--- src/rtl/grid_pkg.sv ---
`default_nettype none

// Block grid geometry shared by the looper, the slots and the workers
package grid_pkg;

	// Width of one block coordinate
	localparam int WORK_BW = 8;

	// Number of grid dimensions, dimension 0 runs fastest
	localparam int VDIM = 3;

	// One coordinate per dimension
	// d0 sits in the low bits so the array view below lines up
	typedef struct packed {
		logic [WORK_BW-1:0] d2;
		logic [WORK_BW-1:0] d1;
		logic [WORK_BW-1:0] d0;
	} grid_vec_t;

	// Same bits seen as an array, index 0 is d0
	typedef logic [VDIM-1:0][WORK_BW-1:0] grid_arr_t;

	// Start request payload
	typedef struct packed {
		grid_vec_t step;
		grid_vec_t stop;	// exclusive end in every dimension
	} grid_cfg_t;

endpackage

`default_nettype wire

--- src/rtl/dispatch_pkg.sv ---
`default_nettype none

// Control encodings and worker reports for the block looper
package dispatch_pkg;

	// Looper phase
	typedef enum logic [1:0] {
		// Waiting for a start request
		LOOP_IDLE  = 2'd0,
		// Stepper still emitting origins
		LOOP_RUN   = 2'd1,
		// Every origin sent, waiting on the workers
		LOOP_DRAIN = 2'd2
	} looper_state_e;

	// Stepper phase
	typedef enum logic {
		STEP_IDLE = 1'b0,
		STEP_EMIT = 1'b1
	} stepper_state_e;

	// Done report of one worker
	// valid is a one-cycle strobe, origin names the finished block
	typedef struct packed {
		logic                valid;
		grid_pkg::grid_vec_t origin;
	} block_done_t;

endpackage

`default_nettype wire

--- src/rtl/grid_offset_stepper.sv ---
`default_nettype none
`timescale 1ns/100ps

module grid_offset_stepper (
	input  wire                       i_clk,
	input  wire                       i_arst_n,
	input  wire                       i_cfg_rdy,
	output logic                      o_cfg_ack,
	input  wire grid_pkg::grid_cfg_t  i_cfg,
	output logic                      o_ofs_rdy,
	input  wire                       i_ofs_ack,
	output grid_pkg::grid_vec_t       o_ofs
);

	localparam int WBW  = grid_pkg::WORK_BW;
	localparam int VDIM = grid_pkg::VDIM;

	dispatch_pkg::stepper_state_e state_r;
	grid_pkg::grid_arr_t          step_r;
	grid_pkg::grid_arr_t          stop_r;
	grid_pkg::grid_arr_t          ofs_r;
	grid_pkg::grid_arr_t          ofs_nxt;
	logic                         is_last;
	logic                         ofs_acc;

	// =========================================================================
	// Handshakes
	// =========================================================================

	// A new grid is only taken between walks
	assign o_cfg_ack = i_cfg_rdy && (state_r == dispatch_pkg::STEP_IDLE);

	// Origin stays up until the looper takes it
	assign o_ofs_rdy = (state_r == dispatch_pkg::STEP_EMIT);
	assign o_ofs     = grid_pkg::grid_vec_t'(ofs_r);
	assign ofs_acc   = o_ofs_rdy && i_ofs_ack;

	// =========================================================================
	// Next origin in raster order
	// =========================================================================

	// Add the step to dimension 0 first
	// A dimension that would reach its end wraps to zero and carries up
	// Carry out of the top dimension means the current origin is the last one
	always_comb begin
		logic [WBW:0] sum;
		logic         carry;
		ofs_nxt = ofs_r;
		carry   = 1'b1;
		for (int i = 0; i < VDIM; i++) begin
			// One extra bit so a large step cannot wrap past the end
			sum = {1'b0, ofs_r[i]} + {1'b0, step_r[i]};
			if (carry) begin
				if (sum >= {1'b0, stop_r[i]}) begin
					ofs_nxt[i] = '0;
				end else begin
					ofs_nxt[i] = sum[WBW-1:0];
					carry      = 1'b0;
				end
			end
		end
		is_last = carry;
	end

	// Phase
	always_ff @(posedge i_clk or negedge i_arst_n) begin
		if (!i_arst_n) begin
			state_r <= dispatch_pkg::STEP_IDLE;
		end else begin
			case (state_r)
				dispatch_pkg::STEP_IDLE: begin
					if (o_cfg_ack) begin
						state_r <= dispatch_pkg::STEP_EMIT;
					end
				end
				dispatch_pkg::STEP_EMIT: begin
					// Back to idle once the last origin is taken
					if (ofs_acc && is_last) begin
						state_r <= dispatch_pkg::STEP_IDLE;
					end
				end
				default: begin
					state_r <= dispatch_pkg::STEP_IDLE;
				end
			endcase
		end
	end

	// Grid description and running origin
	always_ff @(posedge i_clk) begin
		if (o_cfg_ack) begin
			step_r <= grid_pkg::grid_arr_t'(i_cfg.step);
			stop_r <= grid_pkg::grid_arr_t'(i_cfg.stop);
			// Every walk starts at the grid corner
			ofs_r  <= '0;
		end else if (ofs_acc) begin
			ofs_r <= ofs_nxt;
		end
	end

endmodule

`default_nettype wire

--- src/rtl/round_robin_picker.sv ---
`default_nettype none
`timescale 1ns/100ps

module round_robin_picker #(
	parameter int N_TAU = 4
) (
	input  wire               i_clk,
	input  wire               i_arst_n,
	input  wire  [N_TAU-1:0]  i_free,
	input  wire               i_advance,
	output logic [N_TAU-1:0]  o_pick,
	output logic              o_any
);

	localparam int PTR_BW = (N_TAU > 1) ? $clog2(N_TAU) : 1;

	logic [PTR_BW-1:0]  ptr_r;
	logic [2*N_TAU-1:0] free_dbl;
	logic [N_TAU-1:0]   free_rot;
	logic [N_TAU-1:0]   pick_rot;
	logic [2*N_TAU-1:0] pick_dbl;

	// Rotate so the slot under the pointer lands at bit 0
	assign free_dbl = {2{i_free}} >> ptr_r;
	assign free_rot = free_dbl[N_TAU-1:0];

	// Lowest set bit of the rotated vector wins
	always_comb begin
		logic found;
		found    = 1'b0;
		pick_rot = '0;
		for (int i = 0; i < N_TAU; i++) begin
			if (free_rot[i] && !found) begin
				pick_rot[i] = 1'b1;
				found       = 1'b1;
			end
		end
	end

	// Rotate the one-hot back, upper half holds the real slot index
	assign pick_dbl = {2{pick_rot}} << ptr_r;
	assign o_pick   = pick_dbl[2*N_TAU-1:N_TAU];
	assign o_any    = |i_free;

	// Pointer steps by one per dispatch, wrapping at the last slot
	always_ff @(posedge i_clk or negedge i_arst_n) begin
		if (!i_arst_n) begin
			ptr_r <= '0;
		end else if (i_advance) begin
			ptr_r <= (ptr_r == PTR_BW'(N_TAU - 1)) ? '0 : ptr_r + 1'b1;
		end
	end

endmodule

`default_nettype wire

--- src/rtl/worker_slot.sv ---
`default_nettype none
`timescale 1ns/100ps

module worker_slot #(
	parameter int N_PENDING = 2
) (
	input  wire                       i_clk,
	input  wire                       i_arst_n,
	input  wire                       i_load,
	input  wire grid_pkg::grid_vec_t  i_ofs,
	output logic                      o_free,
	output logic                      o_bofs_rdy,
	input  wire                       i_bofs_ack,
	output grid_pkg::grid_vec_t       o_bofs,
	input  wire                       i_done,
	output logic                      o_empty
);

	localparam int CNT_BW = $clog2(N_PENDING + 1);

	// Forward register holds an origin
	logic              fwd_vld_r;
	// Blocks sent to the worker and not reported done yet
	logic [CNT_BW-1:0] pend_r;
	logic              can_send;
	logic              bofs_acc;

	assign can_send   = (pend_r < CNT_BW'(N_PENDING));
	// Looper may load only into an empty forward register
	assign o_free     = !fwd_vld_r;
	// Held back while the worker already has its limit
	assign o_bofs_rdy = fwd_vld_r && can_send;
	assign o_empty    = (pend_r == '0);
	assign bofs_acc   = o_bofs_rdy && i_bofs_ack;

	// Forward register valid
	always_ff @(posedge i_clk or negedge i_arst_n) begin
		if (!i_arst_n) begin
			fwd_vld_r <= 1'b0;
		end else if (i_load) begin
			fwd_vld_r <= 1'b1;
		end else if (bofs_acc) begin
			fwd_vld_r <= 1'b0;
		end
	end

	// Pending counter, up on send and down on done
	always_ff @(posedge i_clk or negedge i_arst_n) begin
		if (!i_arst_n) begin
			pend_r <= '0;
		end else begin
			case ({bofs_acc, i_done})
				2'b10:   pend_r <= pend_r + 1'b1;
				2'b01:   pend_r <= pend_r - 1'b1;
				default: pend_r <= pend_r;
			endcase
		end
	end

	// Origin register
	always_ff @(posedge i_clk) begin
		if (i_load) begin
			o_bofs <= i_ofs;
		end
	end

endmodule

`default_nettype wire

--- src/rtl/block_looper.sv ---
`default_nettype none
`timescale 1ns/100ps

module block_looper #(
	parameter int N_TAU     = 4,
	parameter int N_PENDING = 2
) (
	input  wire                             i_clk,
	input  wire                             i_arst_n,
	input  wire                             i_start_rdy,
	output logic                            o_start_ack,
	input  wire grid_pkg::grid_cfg_t        i_start_cfg,
	output logic [N_TAU-1:0]                o_bofs_rdys,
	input  wire  [N_TAU-1:0]                i_bofs_acks,
	output grid_pkg::grid_vec_t             o_bofss [N_TAU],
	input  wire dispatch_pkg::block_done_t  i_dones [N_TAU]
);

	dispatch_pkg::looper_state_e state_r;
	logic                        step_cfg_rdy;
	logic                        step_cfg_ack;
	logic                        ofs_rdy;
	logic                        ofs_ack;
	grid_pkg::grid_vec_t         ofs;
	logic [N_TAU-1:0]            slot_free;
	logic [N_TAU-1:0]            slot_empty;
	logic [N_TAU-1:0]            slot_load;
	logic [N_TAU-1:0]            slot_done;
	logic [N_TAU-1:0]            pick;
	logic                        pick_any;
	logic                        wait_fin_rdy;
	logic                        wait_fin_ack;

	// =========================================================================
	// Start split, stepper branch first and wait-finish branch second
	// =========================================================================

	assign step_cfg_rdy = i_start_rdy && (state_r == dispatch_pkg::LOOP_IDLE);
	assign wait_fin_rdy = i_start_rdy && (state_r == dispatch_pkg::LOOP_DRAIN);

	// Nothing left in any slot and no slot still offering an origin
	assign wait_fin_ack = wait_fin_rdy && (&slot_empty) && !(|o_bofs_rdys);
	assign o_start_ack  = wait_fin_ack;

	always_ff @(posedge i_clk or negedge i_arst_n) begin
		if (!i_arst_n) begin
			state_r <= dispatch_pkg::LOOP_IDLE;
		end else begin
			case (state_r)
				dispatch_pkg::LOOP_IDLE: begin
					if (step_cfg_ack) begin
						state_r <= dispatch_pkg::LOOP_RUN;
					end
				end
				dispatch_pkg::LOOP_RUN: begin
					// Stepper dropped its ready, so the last origin is in a slot
					if (!ofs_rdy) begin
						state_r <= dispatch_pkg::LOOP_DRAIN;
					end
				end
				dispatch_pkg::LOOP_DRAIN: begin
					if (wait_fin_ack) begin
						state_r <= dispatch_pkg::LOOP_IDLE;
					end
				end
				default: begin
					state_r <= dispatch_pkg::LOOP_IDLE;
				end
			endcase
		end
	end

	// =========================================================================
	// Stepper and dispatch
	// =========================================================================

	grid_offset_stepper u_stepper (
		.i_clk     (i_clk),
		.i_arst_n  (i_arst_n),
		.i_cfg_rdy (step_cfg_rdy),
		.o_cfg_ack (step_cfg_ack),
		.i_cfg     (i_start_cfg),
		.o_ofs_rdy (ofs_rdy),
		.i_ofs_ack (ofs_ack),
		.o_ofs     (ofs)
	);

	// Take the origin only when some forward register is free
	assign ofs_ack   = ofs_rdy && pick_any;
	assign slot_load = pick & {N_TAU{ofs_ack}};

	round_robin_picker #(
		.N_TAU (N_TAU)
	) u_picker (
		.i_clk     (i_clk),
		.i_arst_n  (i_arst_n),
		.i_free    (slot_free),
		.i_advance (ofs_ack),
		.o_pick    (pick),
		.o_any     (pick_any)
	);

	// One slot in front of every worker
	for (genvar i = 0; i < N_TAU; i++) begin : g_slot
		assign slot_done[i] = i_dones[i].valid;

		worker_slot #(
			.N_PENDING (N_PENDING)
		) u_slot (
			.i_clk      (i_clk),
			.i_arst_n   (i_arst_n),
			.i_load     (slot_load[i]),
			.i_ofs      (ofs),
			.o_free     (slot_free[i]),
			.o_bofs_rdy (o_bofs_rdys[i]),
			.i_bofs_ack (i_bofs_acks[i]),
			.o_bofs     (o_bofss[i]),
			.i_done     (slot_done[i]),
			.o_empty    (slot_empty[i])
		);
	end

endmodule

`default_nettype wire

--- src/rtl/block_worker.sv ---
`default_nettype none
`timescale 1ns/100ps

module block_worker #(
	parameter int N_PENDING = 2
) (
	input  wire                        i_clk,
	input  wire                        i_arst_n,
	input  wire                        i_bofs_rdy,
	output logic                       o_bofs_ack,
	input  wire grid_pkg::grid_vec_t   i_bofs,
	output dispatch_pkg::block_done_t  o_done
);

	localparam int PTR_BW = (N_PENDING > 1) ? $clog2(N_PENDING) : 1;
	localparam int CNT_BW = $clog2(N_PENDING + 1);

	// Origin queue
	grid_pkg::grid_vec_t fifo_mem [N_PENDING];
	logic [PTR_BW-1:0]   wr_ptr_r;
	logic [PTR_BW-1:0]   rd_ptr_r;
	logic [CNT_BW-1:0]   fill_r;
	logic                push;
	logic                pop;
	grid_pkg::grid_vec_t head;

	// Block in progress
	logic                busy_r;
	logic [3:0]          rem_r;
	logic [2:0]          lat_sum;
	logic                finishing;
	grid_pkg::grid_vec_t cur_r;

	function automatic logic [PTR_BW-1:0] ptr_inc(input logic [PTR_BW-1:0] p);
		return (p == PTR_BW'(N_PENDING - 1)) ? '0 : p + 1'b1;
	endfunction

	assign o_bofs_ack = i_bofs_rdy && (fill_r != CNT_BW'(N_PENDING));
	assign push       = o_bofs_ack;
	assign head       = fifo_mem[rd_ptr_r];

	// Last busy cycle, the next block may start right behind it
	assign finishing  = busy_r && (rem_r == 4'd1);
	assign pop        = (fill_r != '0) && (!busy_r || finishing);

	// Latency is 2 plus the low three bits of the coordinate sum
	assign lat_sum    = head.d0[2:0] + head.d1[2:0] + head.d2[2:0];

	assign o_done = '{valid: finishing, origin: cur_r};

	// Queue pointers and fill level
	always_ff @(posedge i_clk or negedge i_arst_n) begin
		if (!i_arst_n) begin
			wr_ptr_r <= '0;
			rd_ptr_r <= '0;
			fill_r   <= '0;
		end else begin
			if (push) begin
				wr_ptr_r <= ptr_inc(wr_ptr_r);
			end
			if (pop) begin
				rd_ptr_r <= ptr_inc(rd_ptr_r);
			end
			case ({push, pop})
				2'b10:   fill_r <= fill_r + 1'b1;
				2'b01:   fill_r <= fill_r - 1'b1;
				default: fill_r <= fill_r;
			endcase
		end
	end

	// Busy countdown
	always_ff @(posedge i_clk or negedge i_arst_n) begin
		if (!i_arst_n) begin
			busy_r <= 1'b0;
			rem_r  <= '0;
		end else if (pop) begin
			busy_r <= 1'b1;
			rem_r  <= {1'b0, lat_sum} + 4'd2;
		end else if (busy_r) begin
			busy_r <= !finishing;
			rem_r  <= rem_r - 1'b1;
		end
	end

	// Queue storage and current origin
	always_ff @(posedge i_clk) begin
		if (push) begin
			fifo_mem[wr_ptr_r] <= i_bofs;
		end
		if (pop) begin
			cur_r <= head;
		end
	end

endmodule

`default_nettype wire

--- src/rtl/block_looper_top.sv ---
`default_nettype none
`timescale 1ns/100ps

module block_looper_top #(
	parameter int N_TAU     = 4,
	parameter int N_PENDING = 2
) (
	input  wire                        i_clk,
	input  wire                        i_arst_n,
	input  wire                        i_start_rdy,
	output logic                       o_start_ack,
	input  wire grid_pkg::grid_cfg_t   i_start_cfg,
	output dispatch_pkg::block_done_t  o_done [N_TAU]
);

	// Slot to worker handshake
	logic [N_TAU-1:0]    bofs_rdys;
	logic [N_TAU-1:0]    bofs_acks;
	grid_pkg::grid_vec_t bofss [N_TAU];

	// Done reports go to the looper and straight out for observation
	block_looper #(
		.N_TAU     (N_TAU),
		.N_PENDING (N_PENDING)
	) u_looper (
		.i_clk       (i_clk),
		.i_arst_n    (i_arst_n),
		.i_start_rdy (i_start_rdy),
		.o_start_ack (o_start_ack),
		.i_start_cfg (i_start_cfg),
		.o_bofs_rdys (bofs_rdys),
		.i_bofs_acks (bofs_acks),
		.o_bofss     (bofss),
		.i_dones     (o_done)
	);

	for (genvar i = 0; i < N_TAU; i++) begin : g_worker
		block_worker #(
			.N_PENDING (N_PENDING)
		) u_worker (
			.i_clk      (i_clk),
			.i_arst_n   (i_arst_n),
			.i_bofs_rdy (bofs_rdys[i]),
			.o_bofs_ack (bofs_acks[i]),
			.i_bofs     (bofss[i]),
			.o_done     (o_done[i])
		);
	end

endmodule

`default_nettype wire

--- config.mk ---
export PLATFORM = sky130hd
export DESIGN_NAME = block_looper_top
export DESIGN_NICKNAME = d
export VERILOG_FILES = /design/src/rtl/grid_pkg.sv /design/src/rtl/dispatch_pkg.sv /design/src/rtl/grid_offset_stepper.sv /design/src/rtl/round_robin_picker.sv /design/src/rtl/worker_slot.sv /design/src/rtl/block_looper.sv /design/src/rtl/block_worker.sv /design/src/rtl/block_looper_top.sv
export SDC_FILE = /design/constraint.sdc
export NUM_CORES = 1
export LEC_CHECK = 0
export BUFFER_PORTS_ARGS = -buffer_cell sky130_fd_sc_hd__buf_2
export CORE_AREA = 2 2 229 231
export DETAILED_ROUTE_END_ITERATION = 10
export DIE_AREA = 0 0 231 233
export GPL_ROUTABILITY_DRIVEN = 1
export GPL_TIMING_DRIVEN = 1
export MAX_ROUTING_LAYER = met4
export PLACE_DENSITY = 0.64
export SYNTH_ARGS = -nofsm -noshare
export SYNTH_HDL_FRONTEND = slang
export SYNTH_HIERARCHICAL = 1
export SYNTH_SLANG_ARGS = --single-unit
export TNS_END_PERCENT = 5
--- constraint.sdc ---
create_clock -name i_clk -period 5.55 [get_ports i_clk]
set_input_delay 1.665 -clock i_clk [delete_from_list [all_inputs] [get_ports i_clk]]
set_output_delay 1.665 -clock i_clk [all_outputs]
set_load 0.02 [all_outputs]
==> metrics.yaml, run 1 <==
outcome: "complete, no violations"
postRouteAntennaNets: 0
drive_above_1_share_pct: 25.6
cts_root_buf: "clkbuf_16"
fmax_mhz: 222
syn_to_final_growth_pct: 16.2
critical_path.cell_chain: "buf_2 > and3_1 > nand4_1 > nor3b_1 > buf_2"
synth.most_common_cell: "edfxtp_1"
vdd_ir_drop_max_v: 0.000284
synth_top_area_share_pct: 63.9
r2r_cells: 13
syn_area_per_cell_sq_um: 16.7
synth.yosys.seq_area_share_pct: 72.8
num_antenna_cells: 0
hpwl_mm: 27.7
cp_slowest_cell: "nor3b_1"
ys_ff_latch: 509
drc_errors: 0
cp-end-kind: "primary output"
antenna_found_initial: 2
maxCapViolCount: 0
viasPerCell: 4.95
initial_utilization_pct: 39.8
hp-class: "flop to flop"
synthFlopType: "edfxtp_1"
p_per_area_mw_per_mm2: 635
synth_area_sq_mm: 0.0203
finClkSkew_ns: 0.0192
place.gp.congestion: 0.818
fin_nets: 1547
hold_buffers: 0
rrSetupSlack_ns: 1.74
crit_fanout: 2
period_share_pct: 81.3
first_pass_iters: 4
rsz0062_at_grt: "no"
grt_util_met3_pct: 2.59
cp.arrival_ns: 2.85
slew_violations: 0
setup_tns_ns: 0
cts_setup_buffers: 0
ys_types: 77
worst-setup-path-type: "input pin to primary output"
yosys.area_share.simple_pct: 4.39
grt_overflow: 0
n_fill_cell: 4388
num_rows: 83
stdcell_area_sq_mm: 0.0236
synth_compound_area_share_pct: 6.35
async_flop_share_pct: 10.4
netlist_instances: 1216
drt_wl_total_mm: 41.3
vias: 10563
track_usage_pct: 15.8
post-synth-top-area-cell: "edfxtp_1"
hp-start: "u_looper/g_slot[0].u_slot/o_bofs[20]"
grtUsageMet1_pct: 19.9
synth.area.top_cells: "edfxtp_1 (64%), dfrtp_1 (6.5%), ha_1 (4.5%)"
coreArea_sq_mm: 0.0511
critPathMaxStageDelay_ns: 0.52
grt_pass1_vias: 10678
clkTransAtPathRegs_ns: 0.07
cts_tree: "done"
clkLatencyLatePin_ns: 0.59
layout_min_cycle_time_ns: 4.51
r2r-start: "u_looper/u_stepper/o_ofs[8]"
synth_nets: 1351
muxShareOfSynthArea_pct: 5.44
synth-edff-count: 432
io_buffers: 151
cts_buffers: 51
fp.dieH_um: 233
critPathLaunch: "i_start_rdy"
final_cells: 2135
grt_pass1_wl_mm: 61.5
post_cts_resized: 0
use_met2_pct: 26.0
start_kind: "input pin"
yosys.area_share.xor_xnor_pct: 2.90
power_leakage_uw: 0.00897
crit_path_frequent_cell: "buf_2"
grt_max_degree: 54
required_ns: 3.88
hold_path_depth: 0
die_area_sq_mm: 0.0538
fin_util_pct: 46.2
drt-wirelength-per-cell_um: 19.4
die_x_um: 231
synth_top_family_by_area: "compound AO/OA/AOI/OAI gates"
busiest_layer: "met2"
drtIter0Drc: 833
placed_cell_area_sq_mm: 0.0219
clockBufferDepth: 3
pin_count: 152
worstMarginPinSlew_ns: 0.981
placed_cells: 2039
hold_viol: 0
synth_common_cells: "edfxtp_1 (432), inv_1 (94), ha_1 (73), mux2_2 (71), nor2_1 (65)"
min_to: "g_worker[0].u_worker/fifo_mem[1][20]"
clock_sinks: 509
yosysWarnings: 6
max_slew_margin_pct: 34.5
report.final.setup_viol: 0
htree_levels: 2
r2r_end: "u_looper/u_stepper/o_ofs[16]"
yosys.area_share.adder_pct: 5.58
==> flip-flops by register name, indices dropped and copies added (netlist names) <==
| signal | flops |
|---|---|
| g_worker.u_worker/o_done | 96 |
| u_looper/u_stepper/o_ofs_rdy | 1 |
| g_worker.u_worker/fifo_mem | 192 |
| u_looper/u_stepper/o_ofs | 24 |
| g_worker.u_worker/fill_r | 8 |
| u_looper/state_r | 2 |
| u_looper/g_slot.u_slot/fwd_vld_r | 4 |
| g_worker.u_worker/wr_ptr_r | 4 |
| u_looper/u_picker/ptr_r | 2 |
| g_worker.u_worker/busy_r | 4 |
| u_looper/g_slot.u_slot/pend_r | 8 |
| u_looper/u_stepper/step_r | 24 |
| u_looper/u_stepper/stop_r | 24 |
| u_looper/g_slot.u_slot/o_bofs | 96 |
| g_worker.u_worker/rem_r | 16 |
| g_worker.u_worker/rd_ptr_r | 4 |
==> critical path, delay by kind of cell <==
kind	cells	cell delay, ns
simple gates	3	0.81
buf+inv	2	0.36
==> worst max-delay path by stage <==
stage	to	depth (start not counted)
after global routing	o_start_ack	5
after detailed placement	o_start_ack	5
final	o_start_ack	5
after CTS	o_start_ack	5
after global placement	o_start_ack	5
after floorplan	u_looper/u_stepper/step_r[0]	5
==> final cells by class <==
cell class | count | area (sq um) | share of cell area (%)
flip-flops and latches | 509 | 14800 | 62.6
well taps | 680 | 851 | 3.60
clock inverters | 23 | 239 | 1.01
clock buffers | 73 | 1440 | 6.10
multi-input cells | 584 | 5030 | 21.3
inverters | 96 | 360 | 1.53
repair buffers | 170 | 898 | 3.81
==> through the flow <==
stage	setup WS, ns	total power (uW)	hold WS, ns
2_1_floorplan	1.27	10100	0.421
3_3_place_gp	1.04	11500	0.422
3_5_place_dp	1.05	11700	0.430
4_1_cts	1.04	15200	0.438
5_1_grt	0.959	15900	0.448
6_report	1.04	15000	0.439
==> where the power goes <==
group | total, uW | switching [uW] | internal [uW]
Sequential | 6740 | 850 | 5890
Clock | 3420 | 1420 | 2000
Combinational | 4810 | 2760 | 2060
==> layer usage <==
layer	vias up	part of all wire [%]	wire length, um
li1	4947	-	-
met5	-	0	0
met2	253	50	20600
met4	0	2.1	848
met3	62	4.8	1970
met1	5301	43	17900
==> layout by cell type, fill, tap and decap left out, types with 13 or more instances in the layout <==
master / n
edfxtp_1: 432
buf_2: 151
inv_1: 94
ha_1: 73
mux2_2: 71
nor2_1: 57
dfrtp_1: 53
clkbuf_16: 52
xnor2_1: 44
a21oi_1: 31
mux2i_1: 26
dfxtp_1: 24
o21ai_0: 23
nand2_1: 20
buf_4: 19
clkbuf_1: 15
xor2_1: 13
nand3_1: 13
==> logic make-up after synthesis <==
kind of cell	Yosys count
flip-flops	509
multiplexers	100
AO/OA/AOI/OAI	171
adder cells (fa/ha/maj)	84
buffers and inverters	123
XOR/XNOR	61
AND/OR/NAND/NOR	168
Note: power is estimated with default switching activity, not from simulation.
==> run 2: changes to the inputs <==
--- a/config.mk
+++ b/config.mk
@@ -5,10 +5,11 @@
 export SDC_FILE = /design/constraint.sdc
 export NUM_CORES = 1
 export LEC_CHECK = 0
+export ABC_AREA = 1
 export BUFFER_PORTS_ARGS = -buffer_cell sky130_fd_sc_hd__buf_2
-export CORE_AREA = 2 2 229 231
+export CORE_AREA = 2 2 233 235
 export DETAILED_ROUTE_END_ITERATION = 10
-export DIE_AREA = 0 0 231 233
+export DIE_AREA = 0 0 235 237
 export GPL_ROUTABILITY_DRIVEN = 1
 export GPL_TIMING_DRIVEN = 1
 export MAX_ROUTING_LAYER = met4
==> constraint.sdc (replaced) <==
create_clock -name i_clk -period 4.2 [get_ports i_clk]
set_input_delay 1.26 -clock i_clk [delete_from_list [all_inputs] [get_ports i_clk]]
set_output_delay 1.26 -clock i_clk [all_outputs]
set_load 0.02 [all_outputs]
==> run 2 against run 1 <==
  * First-iteration DRC count up 4.6%
  * Via count up 18%
  * Clock power up 35%
  * Critical path depth up 3
  * Cell count up 23%
  * Wire length up 8.5%
  * Global-route usage up 0.85 points
==> metrics.yaml, run 2 <==
min_to: "g_worker[3].u_worker/fifo_mem[1][14]"
max_slew_margin_pct: 53.2
internal_power_uw: 13400
num_rows: 85
start_kind: "flop"
hp-start: "u_looper/g_slot[3].u_slot/o_bofs[14]"
r2r_end: "u_looper/u_stepper/o_ofs[18]"
synth_area_sq_mm: 0.0211
syn_area_per_cell_sq_um: 12.4
p_per_area_mw_per_mm2: 868
cp-end-kind: "primary output"
fp.dieH_um: 237
track_usage_pct: 16.6
netlist_instances: 1698
worstMarginPinSlew_ns: 0.700
largest_reg_flops: 192
clock_sinks: 509
layout_min_cycle_time_ns: 3.23
grt_max_degree: 31
clkLatencyLatePin_ns: 0.59
rsz0062_at_grt: "no"
io_buffers: 151
synth.area.top_cells: "edfxtp_1 (61%), nand2_1 (8.8%), dfrtp_1 (6.3%)"
critPathMaxStageDelay_ns: 0.39
first_pass_iters: 5
hold_viol: 0
power_leakage_uw: 0.0104
outcome: "complete, no violations"
hold_buffers: 0
report.final.setup_viol: 0
synth_common_cells: "nand2_1 (493), edfxtp_1 (432), inv_1 (186), ha_1 (73), nand3_1 (73)"
hpwl_mm: 30.6
cp.arrival_ns: 1.97
power_frac_clock_pct: 21.8
n_fill_cell: 4701
cts_tree: "done"
slew_violations: 0
drc_errors: 0
die_x_um: 235
synth_top_area_share_pct: 61.5
crit_path_frequent_cell: "inv_1"
worst-setup-path-type: "flop to primary output"
antenna_found_initial: 2
drive_above_1_share_pct: 20.1
multi_input_area_sq_mm: 0.00532
critPathLaunch: "u_looper/g_slot[1].u_slot/fwd_vld_r"
crit_fanout: 4
hp-class: "flop to flop"
required_ns: 2.94
fin_nets: 2037
post-synth-top-area-cell: "edfxtp_1"
pin_count: 152
vdd_ir_drop_max_v: 0.000399
whs_ns: 0.441
grt_pass1_wl_mm: 69.1
synth.most_common_cell: "nand2_1"
period_share_pct: 76.8
die_area_sq_mm: 0.0557
post_cts_resized: 0
yosysWarnings: 6
drt-wirelength-per-cell_um: 17.0
ys_ff_latch: 509
synth-edff-count: 432
maxCapViolCount: 0
coreArea_sq_mm: 0.0533
power_uw: 21200
initial_utilization_pct: 39.6
clockBufferDepth: 3
fin_util_pct: 45.9
most-common-layout-cells: "nand2_1 (493), edfxtp_1 (432), inv_1 (186), buf_2 (151)"
switching_share_pct: 36.8
place.gp.congestion: 0.871
layout.cells.most_common: "nand2_1"
fmax_mhz: 310
regMostFlops: "g_worker.u_worker/fifo_mem"
clkTransAtPathRegs_ns: 0.06
sequentialPowerShare_pct: 43.6
synth.yosys.seq_area_share_pct: 70.0
grt_overflow: 0
placed_cells: 2545
p_sw_uw: 7830
setup_tns_ns: 0
drtIter0Drc: 871
r2r_cells: 18
p_comb_share_pct: 34.6
hold_path_depth: 0
syn_to_final_growth_pct: 16.0
final_cells: 2636
synth_nets: 1833
cts_buffers: 51
critical_path.cell_chain: "inv_1 > nor2_2 > inv_1 > nand2_1 > nor2_1 > nand3_2 > inv_1 > buf_2"
cts_root_buf: "clkbuf_16"
htree_levels: 2
seq_area_sq_mm: 0.0148
num_antenna_cells: 0
synthFlopType: "edfxtp_1"
grt_pass1_vias: 12556
postRouteAntennaNets: 0
drt_wl_total_mm: 44.9
finClkSkew_ns: 0.0209
ys_types: 39
vias: 12509
r2r-start: "u_looper/u_stepper/o_ofs[8]"
async_flop_share_pct: 10.4
rrSetupSlack_ns: 1.00
viasPerCell: 4.75
cp_slowest_cell: "dfrtp_1"
cts_setup_buffers: 0
-- run 2: cell types whose count changed after synthesis, sizes merged, moves of 11 or more --
cell and delta:
a21oi +11, inv +123, mux2 -74, mux2i -26, nand2 +502, nand2b -12
nand3 +70, nand4 +20, o21ai +15, or2 +16, xnor2 -24
-- run 2: metal layers --
layer | up-vias | global-route usage [%] | wire, um
li1 | 6094 | - | -
met1 | 6022 | 20.5 | 19100
met2 | 299 | 27.1 | 21800
met3 | 94 | 3.35 | 2370
met4 | 0 | 6.08 | 1570
met5 | - | - | 0
-- run 2: worst max-delay path: cells and delay by family (launching register included) --
| kind | cells | cell delay (ns) |
|---|---|---|
| buffers and inverters | 4 | 0.44 |
| AND/OR/NAND/NOR | 4 | 0.56 |
| flip-flops | 1 | 0.39 |
-- run 2: through the flow --
stage / instance area [sq um] / setup WS (ns)
after CTS: 24500 / 0.913
after detailed placement: 22800 / 1.06
after global routing: 24500 / 0.814
final: 24500 / 0.974
after global placement: 22800 / 1.12
after floorplan: 21100 / 0.459
-- run 2: worst max path at each step --
stage | to | cells past startpoint
6_report | o_start_ack | 8
3_3_place_gp | o_start_ack | 6
2_1_floorplan | u_looper/u_stepper/step_r[0] | 4
3_5_place_dp | o_start_ack | 6
4_1_cts | o_start_ack | 8
5_1_grt | o_start_ack | 8
-- run 2: cells by family (layout without fill, tap and decap cells) --
logic type	Yosys count	in the layout	share of synthesized area [%]
and+or+nand+nor	720	720	15.0
DFF	509	509	70.0
buffers and inverters	246	488	4.94
AOI/OAI and AO/OA	99	99	2.98
adders and majority gates	84	84	5.37
xor gates and xnor gates	40	40	1.66
-- run 2: final cells by class --
type | count | share of cell area, %
clock inverters | 23 | 1.23
multi-input cells | 943 | 21.7
inverters | 218 | 3.37
clock buffers | 68 | 5.77
repair buffers | 179 | 3.95
well taps | 696 | 3.56
flip-flops and latches | 509 | 60.4
-- run 2: power by group through the flow --
stage / sequential, uW / clock, uW / combinational, uW
2_1_floorplan: 9180 / 0 / 5240
3_3_place_gp: 9290 / 0 / 7190
3_5_place_dp: 9390 / 0 / 7420
4_1_cts: 9300 / 4740 / 7450
5_1_grt: 9460 / 4940 / 8390
6_report: 9260 / 4630 / 7350
==> run 3: changes to the inputs <==
==> constraint.sdc (replaced) <==
create_clock -name i_clk -period 3.05 [get_ports i_clk]
set_input_delay 0.915 -clock i_clk [delete_from_list [all_inputs] [get_ports i_clk]]
set_output_delay 0.915 -clock i_clk [all_outputs]
set_load 0.02 [all_outputs]
==> run 3 against run 2 <==
  * Critical path depth shrank 3
  * Clock skew fell by 0.00096 ns
  * Highest routed layer unchanged
  * Sequential cell count stayed put
==> metrics.yaml, run 3 (synthesis gave the netlist of run 2 again) <==
pin_count: 152
cts_tree: "done"
viasPerCell: 4.72
multi_input_area_sq_mm: 0.00536
finClkSkew_ns: 0.0199
track_usage_pct: 16.9
setup_tns_ns: 0
most-common-layout-cells: "nand2_1 (490), edfxtp_1 (432), inv_1 (186), buf_2 (151), nand3_1 (73)"
initial_utilization_pct: 39.6
die_area_sq_mm: 0.0557
cts_root_buf: "clkbuf_16"
p_per_area_mw_per_mm2: 1200
fp.dieH_um: 237
start_kind: "flop"
largest_reg_flops: 192
syn_to_final_growth_pct: 17.9
required_ns: 2.13
drt_wl_total_mm: 45.2
place.gp.congestion: 0.846
vdd_ir_drop_max_v: 0.000478
stdcell_area_sq_mm: 0.0249
antenna_found_initial: 1
drt-wirelength-per-cell_um: 16.9
power_leakage_uw: 0.0106
coreArea_sq_mm: 0.0533
vias: 12648
slew_violations: 0
n_fill_cell: 4666
grt_overflow: 0
fin_util_pct: 46.7
num_rows: 85
regMostFlops: "g_worker.u_worker/fifo_mem"
drtIter0Drc: 953
htree_levels: 2
layout.cells.most_common: "nand2_1"
hold_viol: 0
hpwl_mm: 30.8
io_buffers: 151
placed_cell_area_sq_mm: 0.0230
clock_sinks: 509
layout_min_cycle_time_ns: 2.88
die_x_um: 235
seq_area_sq_mm: 0.0148
num_antenna_cells: 0
cp-end-kind: "primary output"
worstMarginPinSlew_ns: 0.512
max_slew_margin_pct: 65.6
period_share_pct: 94.5
maxCapViolCount: 0
drc_errors: 0
fin_nets: 2074
grt_pass1_vias: 12631
hp-class: "input pin to async pin"
clkLatencyLatePin_ns: 0.60
drive_above_1_share_pct: 22.4
grt_max_degree: 71
outcome: "complete, no violations"
postRouteAntennaNets: 0
grt_pass1_wl_mm: 70.1
power_uw: 29800
placed_cells: 2576
cp.arrival_ns: 1.97
cts_buffers: 52
clkTransAtPathRegs_ns: 0.06
final_cells: 2677
first_pass_iters: 7
clockBufferDepth: 3
crit_fanout: 5
worst-setup-path-type: "flop to primary output"
report.final.setup_viol: 0
fmax_mhz: 347
==> run 3: cell types whose count changed in the layout (fill, tap and decap cells not counted), sizes merged <==
cell / previous run / this run
inv: 218 / 221
clkbuf: 68 / 71
buf: 179 / 214
nor2: 63 / 64
bufinv: 7 / 6
==> run 3: repair_timing <==
| action | in CTS | in global routing |
|---|---|---|
| setup buffers | 0 | 4 |
| cloned | 0 | 1 |
| gates resized for setup | 2 | 12 |
| endpoints found under the setup margin | 25 | 26 |
| pin swaps | 0 | 6 |
| hold buffers | 0 | 0 |
==> run 3: path summary, 6_finish.rpt <==
| kind | startpoint | cells after the start | to | slack [ns] |
|---|---|---|---|---|
| max | g_worker[2].u_worker/rem_r[1] | 5 | o_done[49] | 0.17 |
| max in group asynchronous | i_arst_n | 2 | g_worker[1].u_worker/rem_r[0] | 2.43 |
| max reg2reg | u_looper/u_stepper/o_ofs[2] | 16 | u_looper/u_stepper/o_ofs[9] | 0.20 |
| min reg2reg | u_looper/g_slot[1].u_slot/o_bofs[13] | 0 | g_worker[1].u_worker/fifo_mem[0][13] | 0.44 |
| min | i_arst_n | 2 | g_worker[2].u_worker/rem_r[2] | 0.31 |
| min in group i_clk | u_looper/g_slot[1].u_slot/o_bofs[13] | 0 | g_worker[1].u_worker/fifo_mem[0][13] | 0.44 |
==> run 3: worst max-delay path, cell delays in order, from the launching register on <==
cell     delay [ns]
dfrtp_1        0.35
inv_1          0.13
ha_1           0.17
nand3_1        0.09
nor2_1         0.37
buf_2          0.26
==> run 3: where the power goes <==
group / total [uW] / internal (uW) / switching [uW]
registers: 12500 / 11400 / 1180
logic: 10800 / 3620 / 7140
clock network: 6500 / 3850 / 2640
==> run 3: stage by stage <==
| step | hold slack (ns) | worst slack, ns |
|---|---|---|
| after floorplan | 0.421 | 0.392 |
| after global placement | 0.422 | -0.103 |
| after detailed placement | 0.431 | -0.176 |
| after CTS | 0.313 | 0.0499 |
| after global routing | 0.334 | -0.00552 |
| final | 0.313 | 0.168 |
==> run 3: layout make-up <==
cell class | count | area share (%)
sequential | 509 | 59.4
multi-input combinational | 944 | 21.6
clock buffer | 71 | 5.84
timing repair buffer | 214 | 5.14
tap | 696 | 3.50
inverter | 218 | 3.32
clock inverter | 25 | 1.21
==> run 3: per-layer routing <==
layer	global-route usage, %	wire [um]
met3	2.97	2240
met2	27.5	22000
met4	5.54	1090
met1	21.5	19900
met5	-	0
